[src/verilog/mc_config.svh]
`ifndef MC_CONFIG_SVH
`define MC_CONFIG_SVH

// ------------------------------------------------------------
// Datapath sizing
// ------------------------------------------------------------
// Instruction and data word width
`define MC_XLEN 32

// Step counter width, covers the longest execute sequence
`define MC_STEP_W 2

// Steps in the reset-vector sequence
`define MC_VEC_STEPS 4

// ------------------------------------------------------------
// Flag bit positions inside flags_t
// ------------------------------------------------------------
`define MC_FLAG_Z 0
`define MC_FLAG_C 1
`define MC_FLAG_N 2
`define MC_FLAG_V 3

`endif
[src/verilog/mc_ctrl_pkg.sv]
package mc_ctrl_pkg;

    // Top-level sequencing phase
    typedef enum logic [1:0] {
        PH_VECTOR = 2'd0,
        PH_FETCH  = 2'd1,
        PH_DECODE = 2'd2,
        PH_EXEC   = 2'd3
    } phase_e;

    // Instruction class, picks the execute sequence
    typedef enum logic [2:0] {
        IC_LOAD    = 3'd0,
        IC_STORE   = 3'd1,
        IC_ALU_REG = 3'd2,
        IC_ALU_IMM = 3'd3,
        IC_BRANCH  = 3'd4,
        IC_JAL     = 3'd5,
        IC_LUI     = 3'd6,
        IC_UNKNOWN = 3'd7
    } iclass_e;

    // ------------------------------------------------------------
    // Datapath mux selects
    // ------------------------------------------------------------
    // PC input: ALU direct, reset constant, reset address from memory
    typedef enum logic [1:0] {
        PC_ALU     = 2'd0,
        PC_RST_VEC = 2'd1,
        PC_RST_MEM = 2'd2
    } pc_src_e;

    typedef enum logic [1:0] {
        A_PC    = 2'd0,
        A_RSA   = 2'd1,
        A_PRIOR = 2'd2,
        A_ZERO  = 2'd3
    } a_src_e;

    typedef enum logic [1:0] {
        B_FOUR = 2'd0,
        B_RSB  = 2'd1,
        B_IMM  = 2'd2
    } b_src_e;

    // Register-file write data
    typedef enum logic [1:0] {
        WD_IMM    = 2'd0,
        WD_MDR    = 2'd1,
        WD_ALUOUT = 2'd2
    } wd_src_e;

    // ALU codes are {funct3, qualifier}
    localparam logic [5:0] ALU_ADD = 6'b000_000;
    localparam logic [5:0] ALU_SUB = 6'b000_010;

    // One cycle's worth of control, strobes active high
    typedef struct packed {
        logic       ir_ld;
        logic       pc_ld;
        logic       pcp_ld;
        logic       flags_ld;
        logic       alu_ld;
        logic       mdr_ld;
        logic       rg_wr;
        logic       mem_rd;
        logic       mem_wr;
        logic       addr_src;
        logic       rst_src;
        pc_src_e    pc_src;
        a_src_e     a_src;
        b_src_e     b_src;
        wd_src_e    wd_src;
        logic [5:0] alu_op;
    } ctrl_word_t;

endpackage

[src/verilog/rv_isa_pkg.sv]
`include "mc_config.svh"

package rv_isa_pkg;

    // Major opcodes of the supported RV32I subset
    typedef enum logic [6:0] {
        OP_LOAD   = 7'b0000011,
        OP_STORE  = 7'b0100011,
        OP_REG    = 7'b0110011,
        OP_IMM    = 7'b0010011,
        OP_BRANCH = 7'b1100011,
        OP_JAL    = 7'b1101111,
        OP_LUI    = 7'b0110111
    } opcode_e;

    // Branch conditions, carried in funct3
    typedef enum logic [2:0] {
        BR_EQ  = 3'b000,
        BR_NE  = 3'b001,
        BR_LT  = 3'b100,
        BR_GE  = 3'b101,
        BR_LTU = 3'b110,
        BR_GEU = 3'b111
    } br_funct3_e;

    // R-type field layout
    typedef struct packed {
        logic [6:0] funct7;
        logic [4:0] rs2;
        logic [4:0] rs1;
        logic [2:0] funct3;
        logic [4:0] rd;
        opcode_e    opcode;
    } r_view_t;

    // I-type layout; lower part same as the R view
    // Top 3 immediate bits qualify shifts
    typedef struct packed {
        logic [11:0]          imm;
        logic [`MC_XLEN-13:0] low;
    } i_view_t;

    typedef union packed {
        r_view_t r;
        i_view_t i;
    } instr_u;

    // ALU flags, V in the top bit
    typedef struct packed {
        logic v;
        logic n;
        logic c;
        logic z;
    } flags_t;

endpackage

[src/verilog/control_matrix.sv]
`include "mc_config.svh"

module control_matrix (
    input  logic                    clk_i,
    input  logic                    resetComplete,
    input  rv_isa_pkg::instr_u      ir_i,
    input  rv_isa_pkg::flags_t      flags_i,
    input  logic                    mem_busy_i,
    output mc_ctrl_pkg::ctrl_word_t ctrl_o
);

    mc_ctrl_pkg::iclass_e  iclass;
    mc_ctrl_pkg::iclass_e  iclass_q;
    mc_ctrl_pkg::phase_e   phase;
    logic [5:0]            alu_op;
    logic [2:0]            funct3;
    logic                  take_branch;
    logic [`MC_STEP_W-1:0] step;
    logic                  last;

    // ------------------------------------------------------------
    // Instruction side
    // ------------------------------------------------------------
    ir_decoder u_decoder (
        .ir_i     (ir_i),
        .iclass_o (iclass),
        .alu_op_o (alu_op),
        .funct3_o (funct3)
    );

    branch_resolver u_branch (
        .flags_i  (flags_i),
        .funct3_i (funct3),
        .take_o   (take_branch)
    );

    // ------------------------------------------------------------
    // Sequencing
    // ------------------------------------------------------------
    control_sequencer u_sequencer (
        .clk_i         (clk_i),
        .resetComplete (resetComplete),
        .last_i        (last),
        .iclass_i      (iclass),
        .phase_o       (phase),
        .iclass_o      (iclass_q)
    );

    step_counter u_step (
        .clk_i         (clk_i),
        .resetComplete (resetComplete),
        .clear_i       (last),
        .step_o        (step)
    );

    // Control word and end-of-phase decision
    control_word_table u_table (
        .phase_i    (phase),
        .iclass_i   (iclass_q),
        .step_i     (step),
        .mem_busy_i (mem_busy_i),
        .take_i     (take_branch),
        .alu_op_i   (alu_op),
        .ctrl_o     (ctrl_o),
        .last_o     (last)
    );

endmodule

[src/verilog/control_word_table.sv]
`include "mc_config.svh"

module control_word_table (
    input  mc_ctrl_pkg::phase_e     phase_i,
    input  mc_ctrl_pkg::iclass_e    iclass_i,
    input  logic [`MC_STEP_W-1:0]   step_i,
    input  logic                    mem_busy_i,
    input  logic                    take_i,
    input  logic [5:0]              alu_op_i,
    output mc_ctrl_pkg::ctrl_word_t ctrl_o,
    output logic                    last_o
);

    int step_n;

    assign step_n = int'(step_i);

    always_comb begin
        // Everything inactive, PC + 4 on the ALU
        ctrl_o        = '0;
        ctrl_o.pc_src = mc_ctrl_pkg::PC_ALU;
        ctrl_o.a_src  = mc_ctrl_pkg::A_PC;
        ctrl_o.b_src  = mc_ctrl_pkg::B_FOUR;
        ctrl_o.wd_src = mc_ctrl_pkg::WD_IMM;
        ctrl_o.alu_op = mc_ctrl_pkg::ALU_ADD;
        last_o        = 1'b0;

        case (phase_i)
            // ------------------------------------------------------------
            // Reset vector: PC from constant, then from memory
            // ------------------------------------------------------------
            mc_ctrl_pkg::PH_VECTOR: begin
                ctrl_o.rst_src = 1'b1;
                case (step_n)
                    0: begin
                        ctrl_o.pc_ld  = 1'b1;
                        ctrl_o.pc_src = mc_ctrl_pkg::PC_RST_VEC;
                    end
                    2: begin
                        ctrl_o.pc_ld  = 1'b1;
                        ctrl_o.pc_src = mc_ctrl_pkg::PC_RST_MEM;
                    end
                    default: begin
                        ctrl_o.mem_rd = 1'b1;
                    end
                endcase
                last_o = (step_n == `MC_VEC_STEPS - 1);
            end

            // Wait out busy, then IR and PC-prior together
            mc_ctrl_pkg::PH_FETCH: begin
                if (!mem_busy_i) begin
                    ctrl_o.ir_ld  = 1'b1;
                    ctrl_o.pcp_ld = 1'b1;
                    last_o        = 1'b1;
                end
            end

            // PC increment rides along with decode
            mc_ctrl_pkg::PH_DECODE: begin
                ctrl_o.alu_ld = 1'b1;
                ctrl_o.pc_ld  = 1'b1;
                last_o        = 1'b1;
            end

            // ------------------------------------------------------------
            // Execute, per class
            // ------------------------------------------------------------
            default: begin
                case (iclass_i)
                    mc_ctrl_pkg::IC_LOAD, mc_ctrl_pkg::IC_STORE: begin
                        // Address rs1 + imm into ALUOut
                        ctrl_o.a_src    = mc_ctrl_pkg::A_RSA;
                        ctrl_o.b_src    = mc_ctrl_pkg::B_IMM;
                        ctrl_o.addr_src = (step_n != 3);
                        ctrl_o.alu_ld   = (step_n == 0);
                        // Store reads first so memory can merge bytes
                        ctrl_o.mem_rd   = (step_n != 0) &&
                                          !(iclass_i == mc_ctrl_pkg::IC_STORE && step_n == 2);
                        ctrl_o.mem_wr   = (iclass_i == mc_ctrl_pkg::IC_STORE) && (step_n == 2);
                        ctrl_o.mdr_ld   = (iclass_i == mc_ctrl_pkg::IC_LOAD) && (step_n == 2);
                        ctrl_o.rg_wr    = (iclass_i == mc_ctrl_pkg::IC_LOAD) && (step_n == 3);
                        ctrl_o.wd_src   = mc_ctrl_pkg::WD_MDR;
                        last_o          = (step_n == 3);
                    end
                    mc_ctrl_pkg::IC_ALU_REG, mc_ctrl_pkg::IC_ALU_IMM: begin
                        if (step_n == 0) begin
                            ctrl_o.alu_ld   = 1'b1;
                            ctrl_o.a_src    = mc_ctrl_pkg::A_RSA;
                            ctrl_o.alu_op   = alu_op_i;
                            // Immediate form also updates flags
                            ctrl_o.flags_ld = (iclass_i == mc_ctrl_pkg::IC_ALU_IMM);
                            ctrl_o.b_src    = (iclass_i == mc_ctrl_pkg::IC_ALU_REG) ?
                                              mc_ctrl_pkg::B_RSB : mc_ctrl_pkg::B_IMM;
                        end
                        else begin
                            // Write back, start next fetch read
                            ctrl_o.wd_src = mc_ctrl_pkg::WD_ALUOUT;
                            ctrl_o.rg_wr  = 1'b1;
                            ctrl_o.mem_rd = 1'b1;
                            last_o        = 1'b1;
                        end
                    end
                    mc_ctrl_pkg::IC_BRANCH: begin
                        case (step_n)
                            0: begin
                                // Compare rs1 - rs2 into flags
                                ctrl_o.a_src    = mc_ctrl_pkg::A_RSA;
                                ctrl_o.b_src    = mc_ctrl_pkg::B_RSB;
                                ctrl_o.flags_ld = 1'b1;
                                ctrl_o.alu_op   = mc_ctrl_pkg::ALU_SUB;
                            end
                            1: begin
                                // Target is PC-prior + imm
                                ctrl_o.alu_ld = 1'b1;
                                ctrl_o.a_src  = mc_ctrl_pkg::A_PRIOR;
                                ctrl_o.b_src  = mc_ctrl_pkg::B_IMM;
                                ctrl_o.pc_ld  = take_i;
                                // Not taken finishes here
                                ctrl_o.mem_rd = !take_i;
                                last_o        = !take_i;
                            end
                            default: begin
                                ctrl_o.mem_rd = 1'b1;
                                last_o        = 1'b1;
                            end
                        endcase
                    end
                    mc_ctrl_pkg::IC_JAL: begin
                        ctrl_o.a_src = mc_ctrl_pkg::A_PRIOR;
                        case (step_n)
                            0: begin
                                // Jump target PC-prior + imm
                                ctrl_o.b_src = mc_ctrl_pkg::B_IMM;
                                ctrl_o.pc_ld = 1'b1;
                            end
                            1: begin
                                // Link value PC-prior + 4
                                ctrl_o.rg_wr = 1'b1;
                            end
                            default: begin
                                ctrl_o.mem_rd = 1'b1;
                                last_o        = 1'b1;
                            end
                        endcase
                    end
                    mc_ctrl_pkg::IC_LUI: begin
                        if (step_n == 0) begin
                            // rd = 0 + imm
                            ctrl_o.a_src = mc_ctrl_pkg::A_ZERO;
                            ctrl_o.b_src = mc_ctrl_pkg::B_IMM;
                            ctrl_o.rg_wr = 1'b1;
                        end
                        else begin
                            ctrl_o.mem_rd = 1'b1;
                            last_o        = 1'b1;
                        end
                    end
                    default: begin
                        // Unknown opcode, just re-read for the next fetch
                        ctrl_o.mem_rd = 1'b1;
                        last_o        = 1'b1;
                    end
                endcase
            end
        endcase
    end

endmodule

[src/verilog/control_sequencer.sv]
module control_sequencer (
    input  logic                 clk_i,
    input  logic                 resetComplete,
    input  logic                 last_i,
    input  mc_ctrl_pkg::iclass_e iclass_i,
    output mc_ctrl_pkg::phase_e  phase_o,
    output mc_ctrl_pkg::iclass_e iclass_o
);

    // ------------------------------------------------------------
    // Phase FSM, advances only on the last step
    // ------------------------------------------------------------
    always_ff @(posedge clk_i) begin
        if (resetComplete) begin
            phase_o  <= mc_ctrl_pkg::PH_VECTOR;
            iclass_o <= mc_ctrl_pkg::IC_UNKNOWN;
        end
        else if (last_i) begin
            case (phase_o)
                mc_ctrl_pkg::PH_VECTOR: begin
                    phase_o <= mc_ctrl_pkg::PH_FETCH;
                end
                mc_ctrl_pkg::PH_FETCH: begin
                    phase_o <= mc_ctrl_pkg::PH_DECODE;
                    // Class of the word being loaded into IR
                    iclass_o <= iclass_i;
                end
                mc_ctrl_pkg::PH_DECODE: begin
                    phase_o <= mc_ctrl_pkg::PH_EXEC;
                end
                default: begin
                    // Execute done, back for the next word
                    phase_o <= mc_ctrl_pkg::PH_FETCH;
                end
            endcase
        end
    end

endmodule

[src/verilog/step_counter.sv]
`include "mc_config.svh"

module step_counter (
    input  logic                  clk_i,
    input  logic                  resetComplete,
    input  logic                  clear_i,
    output logic [`MC_STEP_W-1:0] step_o
);

    // Step within current phase
    // Restarts on the last step of every phase
    always_ff @(posedge clk_i) begin
        if (resetComplete || clear_i) begin
            step_o <= '0;
        end
        else begin
            step_o <= step_o + 1'b1;
        end
    end

endmodule

[src/verilog/branch_resolver.sv]
`include "mc_config.svh"

module branch_resolver (
    input  rv_isa_pkg::flags_t flags_i,
    input  logic [2:0]         funct3_i,
    output logic               take_o
);

    logic z;
    logic c;
    logic n;
    logic v;

    assign z = flags_i[`MC_FLAG_Z];
    assign c = flags_i[`MC_FLAG_C];
    assign n = flags_i[`MC_FLAG_N];
    assign v = flags_i[`MC_FLAG_V];

    // Flags come from rs1 - rs2
    always_comb begin
        case (funct3_i)
            rv_isa_pkg::BR_EQ:  take_o = z;
            rv_isa_pkg::BR_NE:  take_o = ~z;
            // Signed compare via N xor V
            rv_isa_pkg::BR_LT:  take_o = n ^ v;
            rv_isa_pkg::BR_GE:  take_o = ~(n ^ v);
            // Unsigned, borrow shows up as C
            rv_isa_pkg::BR_LTU: take_o = c;
            rv_isa_pkg::BR_GEU: take_o = ~c;
            default:            take_o = 1'b0;
        endcase
    end

endmodule

[src/verilog/ir_decoder.sv]
module ir_decoder (
    input  rv_isa_pkg::instr_u   ir_i,
    output mc_ctrl_pkg::iclass_e iclass_o,
    output logic [5:0]           alu_op_o,
    output logic [2:0]           funct3_o
);

    // ALU operation qualifier, low 3 bits of alu_op
    logic [2:0] qual;
    logic       is_shift;

    assign funct3_o = ir_i.r.funct3;

    // slli is 001, srli and srai share 101
    assign is_shift = (funct3_o == 3'b001) || (funct3_o == 3'b101);

    // Opcode to class, anything else unknown
    always_comb begin
        case (ir_i.r.opcode)
            rv_isa_pkg::OP_LOAD:   iclass_o = mc_ctrl_pkg::IC_LOAD;
            rv_isa_pkg::OP_STORE:  iclass_o = mc_ctrl_pkg::IC_STORE;
            rv_isa_pkg::OP_REG:    iclass_o = mc_ctrl_pkg::IC_ALU_REG;
            rv_isa_pkg::OP_IMM:    iclass_o = mc_ctrl_pkg::IC_ALU_IMM;
            rv_isa_pkg::OP_BRANCH: iclass_o = mc_ctrl_pkg::IC_BRANCH;
            rv_isa_pkg::OP_JAL:    iclass_o = mc_ctrl_pkg::IC_JAL;
            rv_isa_pkg::OP_LUI:    iclass_o = mc_ctrl_pkg::IC_LUI;
            default:               iclass_o = mc_ctrl_pkg::IC_UNKNOWN;
        endcase
    end

    // R-type takes funct7 upper bits
    // I-type uses the immediate top bits only on shifts
    always_comb begin
        qual = 3'b000;
        if (iclass_o == mc_ctrl_pkg::IC_ALU_REG) begin
            qual = ir_i.r.funct7[6:4];
        end
        else if (iclass_o == mc_ctrl_pkg::IC_ALU_IMM && is_shift) begin
            qual = ir_i.i.imm[11:9];
        end
    end

    assign alu_op_o = {funct3_o, qual};

endmodule

[config.mk]
export PLATFORM = sky130hd
export DESIGN_NAME = control_matrix
export DESIGN_NICKNAME = d
export VERILOG_FILES = /design/src/verilog/mc_ctrl_pkg.sv /design/src/verilog/rv_isa_pkg.sv /design/src/verilog/control_matrix.sv /design/src/verilog/control_word_table.sv /design/src/verilog/control_sequencer.sv /design/src/verilog/step_counter.sv /design/src/verilog/branch_resolver.sv /design/src/verilog/ir_decoder.sv
export VERILOG_INCLUDE_DIRS = /design/src /design/src/verilog
export SDC_FILE = /design/constraint.sdc
export NUM_CORES = 1
export LEC_CHECK = 0
export ABC_AREA = 1
export BUFFER_PORTS_ARGS = -buffer_cell sky130_fd_sc_hd__buf_2
export CORE_MARGIN = 2
export CORE_UTILIZATION = 25
export DETAILED_ROUTE_END_ITERATION = 7
export PLACE_DENSITY = 0.47
export SYNTH_ARGS = -nofsm -noshare
export SYNTH_HDL_FRONTEND = slang
export SYNTH_HIERARCHICAL = 1
export SYNTH_SLANG_ARGS = --single-unit
[constraint.sdc]
create_clock -name clk_i -period 2.05 [get_ports clk_i]
set_clock_uncertainty 0.15 [all_clocks]
set_input_delay 0.41 -clock clk_i [delete_from_list [all_inputs] [get_ports clk_i]]
set_output_delay 0.41 -clock clk_i [all_outputs]
set_load 0.01 [all_outputs]
==> results.md <==
- Status: complete, but fails checks
- Violated checks: negative setup slack
- Capturing point of the worst reg2reg path: u_sequencer/iclass_o[1]$_SDFFE_PP1P_
- Pin slew with the least headroom to its limit: 0.293 ns
- Post-synthesis sequential element count: 7
- Number of standard-cell rows in the floorplan: 24
- Number of cells on the worst reg-to-reg path: 11
- Number of synthesized flops with an enable pin: 0
- Top flip-flop cell by instance count after synthesis: dfxtp_1
- Clock buffers created by TritonCTS: 3
- Fill cells: 474
- Launching element type of the critical path: primary input
- Critical path origin: ir_i[4]
- Leak pwr: 0.967 nW
- Global route hottest layer: met2
- Pin count of the biggest net entering global routing: 11
- Max stage delay cell, worst path: o211ai_1
- DR WL/cell: 10.3 um
- Global-route usage over all layers: 13.5%
- Cell count of the worst hold path: 2
- FF-to-FF Start: u_sequencer/iclass_o[1]$_SDFFE_PP1P_
- Total die area: 4920 um^2
- Final antenna diode count: 0
- Global-route wire length before repair: 5520 um
- Overflow left after global routing: 0
- Met1 usage: 15.8%
- Number of antenna violations at the first check in global routing: 0
- Level count of the clock H-tree: 1
- Worst stage delay on the critical path: 0.23 ns
- Placer congestion estimate: 0.826
- Met3 track demand over resource: 2.74%
- Gate Count Post-Synth: 204
- Reg-to-reg slack, setup: 0.27 ns
- Fraction of synthesis flops using an asynchronous set or reset pin: 0%
- RSZ-0062 raised after global routing: yes
- Max-slew violation count: 0
- Fraction of the yosys area taken by sequential cells: 12.8%
- Number of placed instances with taps included: 303
- Longest Clk Path Bufs: 2
- Final Hold Viols: 0
- Total standard cell area after synthesis: 1090 um^2
- Yosys Warn Count: 6
- Cells along the critical path: buf_6, inv_4, buf_4, o211ai_1, nand3_2, buf_4, buf_4, buf_4, buf_4, buf_4, buf_4, buf_4, buf_4, nand2_1, nand3_1, nand3_1
- Number of clock sinks seen by CTS: 7
- Ratio of cells with drive above 1 in the final layout: 49.3%
- Period utilization: 107%
- Number of non-filler instances in the completed layout: 322
- Total number of vias: 1399
- Hold WC Path Type: in -> reg
- TNS Setup: -0.386 ns
- Endpoint with the worst hold slack: u_step/step_o[0]$_SDFF_PP0_
- Arrival time at the worst endpoint: 2.22 ns
- Critical path's top delay family: buffers and inverters
- Via count of the first global-routing pass: 1349
- Signed area change from the synthesized netlist to the final layout: 65.9%
- Worst setup timing slack at the placement stage: -0.135 ns
- DRC violation total after the first TritonRoute iteration: 66
- Min cycle time layout: 2.20 ns
- Crit-path most repeated cell: buf_4
- Top fanout value on the critical path: 4
- Worst Setup Path Type: in -> reg
- DRT Pass-1 Iters: 4
- Nets in the synthesized netlist: 244
- Number of setup violations in the final report: 5
- Total of max-cap violations: 0
- HPWL after detailed placement: 2380 um
- Number of unique standard cell types used by synthesis: 28
- Maximum clock frequency: 0.454 GHz
- Setup ws final: -0.153 ns
- Clk Tree Root Cell: clkbuf_8
- Avg Inst Size Synth: 5.36 um^2
- Origin of the worst min-delay path: resetComplete
- Buffers plus inverters on the worst setup path: 11
- CTS tree: done
- Antenna violation net count after detailed routing: 0
- I/O pin count: 64
- Pwr per Cell Area: 657 nW/um^2
- Core Footprint: 4290 um^2
- Required @ worst endpoint: 2.06 ns
- Horiz. Die Dim: 70.1 um
- Capturing element type of the critical path: flip-flop
- Port Buffer Count: 44
- Vertical die dimension: 70.1 um
- Clock latency on the worst-skew pair: 0.22 ns
- CTS clk-pin slew, worst paths: 0.04 ns
- Drt via density: 4.34
- Total routed wirelength: 3320 um
- Effective utilization at floorplan: 25.5%
- Final Net Count: 311
- Worst rel slew slack: 80.5%
- Peak VDD IR: 274 uV
- GRT met2 Usage: 24.7%
- Final routed DRC violation total: 0
==> worst register-to-register path, stage by stage, from the launching register on <==
cell and delay, ns:
dfxtp_1 0.48, inv_2 0.11, nand2_2 0.10, nand2_2 0.06, nor2_2 0.07, nand2_1 0.07, nand3_1 0.07, nand2_1 0.06
nand2_1 0.23, nand2_2 0.13, nand2_1 0.08, nand3_1 0.07
==> cell usage in the layout (no fill, tap or decap), types with 3 or more instances in the layout <==
master     n
inv_1     21
nor2_4     4
nand2_1   46
buf_4     27
buf_2     35
nand3_2    5
clkbuf_8   3
nor3_1     3
dfxtp_1    5
o21ai_0    3
buf_6      4
nor2_1    29
a21oi_1    6
nand3_1   13
inv_2      8
nand2_2    9
nor2_2     9
nand2_4    6
==> logic make-up after synthesis <==
logic type	count (synthesis)	synth area share, %
AOI/OAI and AO/OA	16	8.35
xor gates and xnor gates	1	0.801
adders and majority gates	1	1.14
buffers and inverters	45	18.4
DFF	7	12.8
and+or+nand+nor	134	58.5
==> final cells by class <==
class / instances / area [um^2] / area share (%)
multi-input combinational: 152 / 876 / 48.3
timing repair buffer: 70 / 493 / 27.2
inverter: 37 / 193 / 10.6
sequential: 7 / 143 / 7.86
tap: 52 / 65.1 / 3.59
clock buffer: 4 / 45.0 / 2.48
==> registers in the layout, indices dropped and copies added (netlist names) <==
name	cells
u_sequencer/iclass_o	3
u_step/step_o	2
u_sequencer/phase_o	2
==> worst max path at each step <==
stage / slack [ns] / cells past startpoint / end
6_report: -0.15 / 16 / u_sequencer/iclass_o[1]$_SDFFE_PP1P_
5_1_grt: -0.24 / 16 / u_sequencer/iclass_o[1]$_SDFFE_PP1P_
4_1_cts: -0.10 / 13 / ctrl_o[1]
3_5_place_dp: -0.13 / 13 / ctrl_o[1]
3_3_place_gp: -0.12 / 13 / ctrl_o[1]
2_1_floorplan: 0.15 / 11 / ctrl_o[1]
==> report_power, final <==
group / internal, mW / switching [mW]
registers: 0.183 / 0.0728
clock network: 0.134 / 0.0553
logic: 0.291 / 0.456
total: 0.609 / 0.584
==> cells in the mapped netlist (2+ instances only) <==
cell type   n  area share [%]
nor3_1      4             1.8
nand2_1    51              18
nand3_1    15             6.9
inv_2       6             2.1
inv_1      29              10
nor2_2      5             2.9
nor2_1     37              13
a21oi_1     7             3.2
a31oi_1     2             1.1
nand2_2    10             5.7
nand3_2     4             3.7
nand4_1     2             1.1
buf_4       8             5.5
o21ai_0     4             1.8
dfxtp_1     7              13
==> metal layers <==
layer	vias to the layer above	wire [um]
li1	760	-
met1	612	1350
met2	23	1800
met3	4	124
met4	0	33
met5	-	0
==> per-stage QoR <==
| stage | utilization, % | hold slack, ns | area, um^2 | total power [mW] |
|---|---|---|---|---|
| after floorplan | - | 0.280 | 1090 | 0.718 |
| after detailed placement | 32.6 | 0.360 | 1400 | 0.922 |
| final | 42.2 | 0.219 | 1810 | 1.19 |
| after global routing | 42.2 | 0.226 | 1810 | 1.33 |
| after global placement | 32.6 | 0.361 | 1400 | 0.927 |
| after CTS | 38.6 | 0.221 | 1660 | 1.16 |
==> timing repair <==
action | in CTS | in global routing
endpoints found under the setup margin | 6 | 17
resized for setup | 30 | 48
hold buffers | 0 | 0
setup buffers | 15 | 0
pin swaps | 18 | 23
No activity file was read; power rests on OpenSTA's default activity.
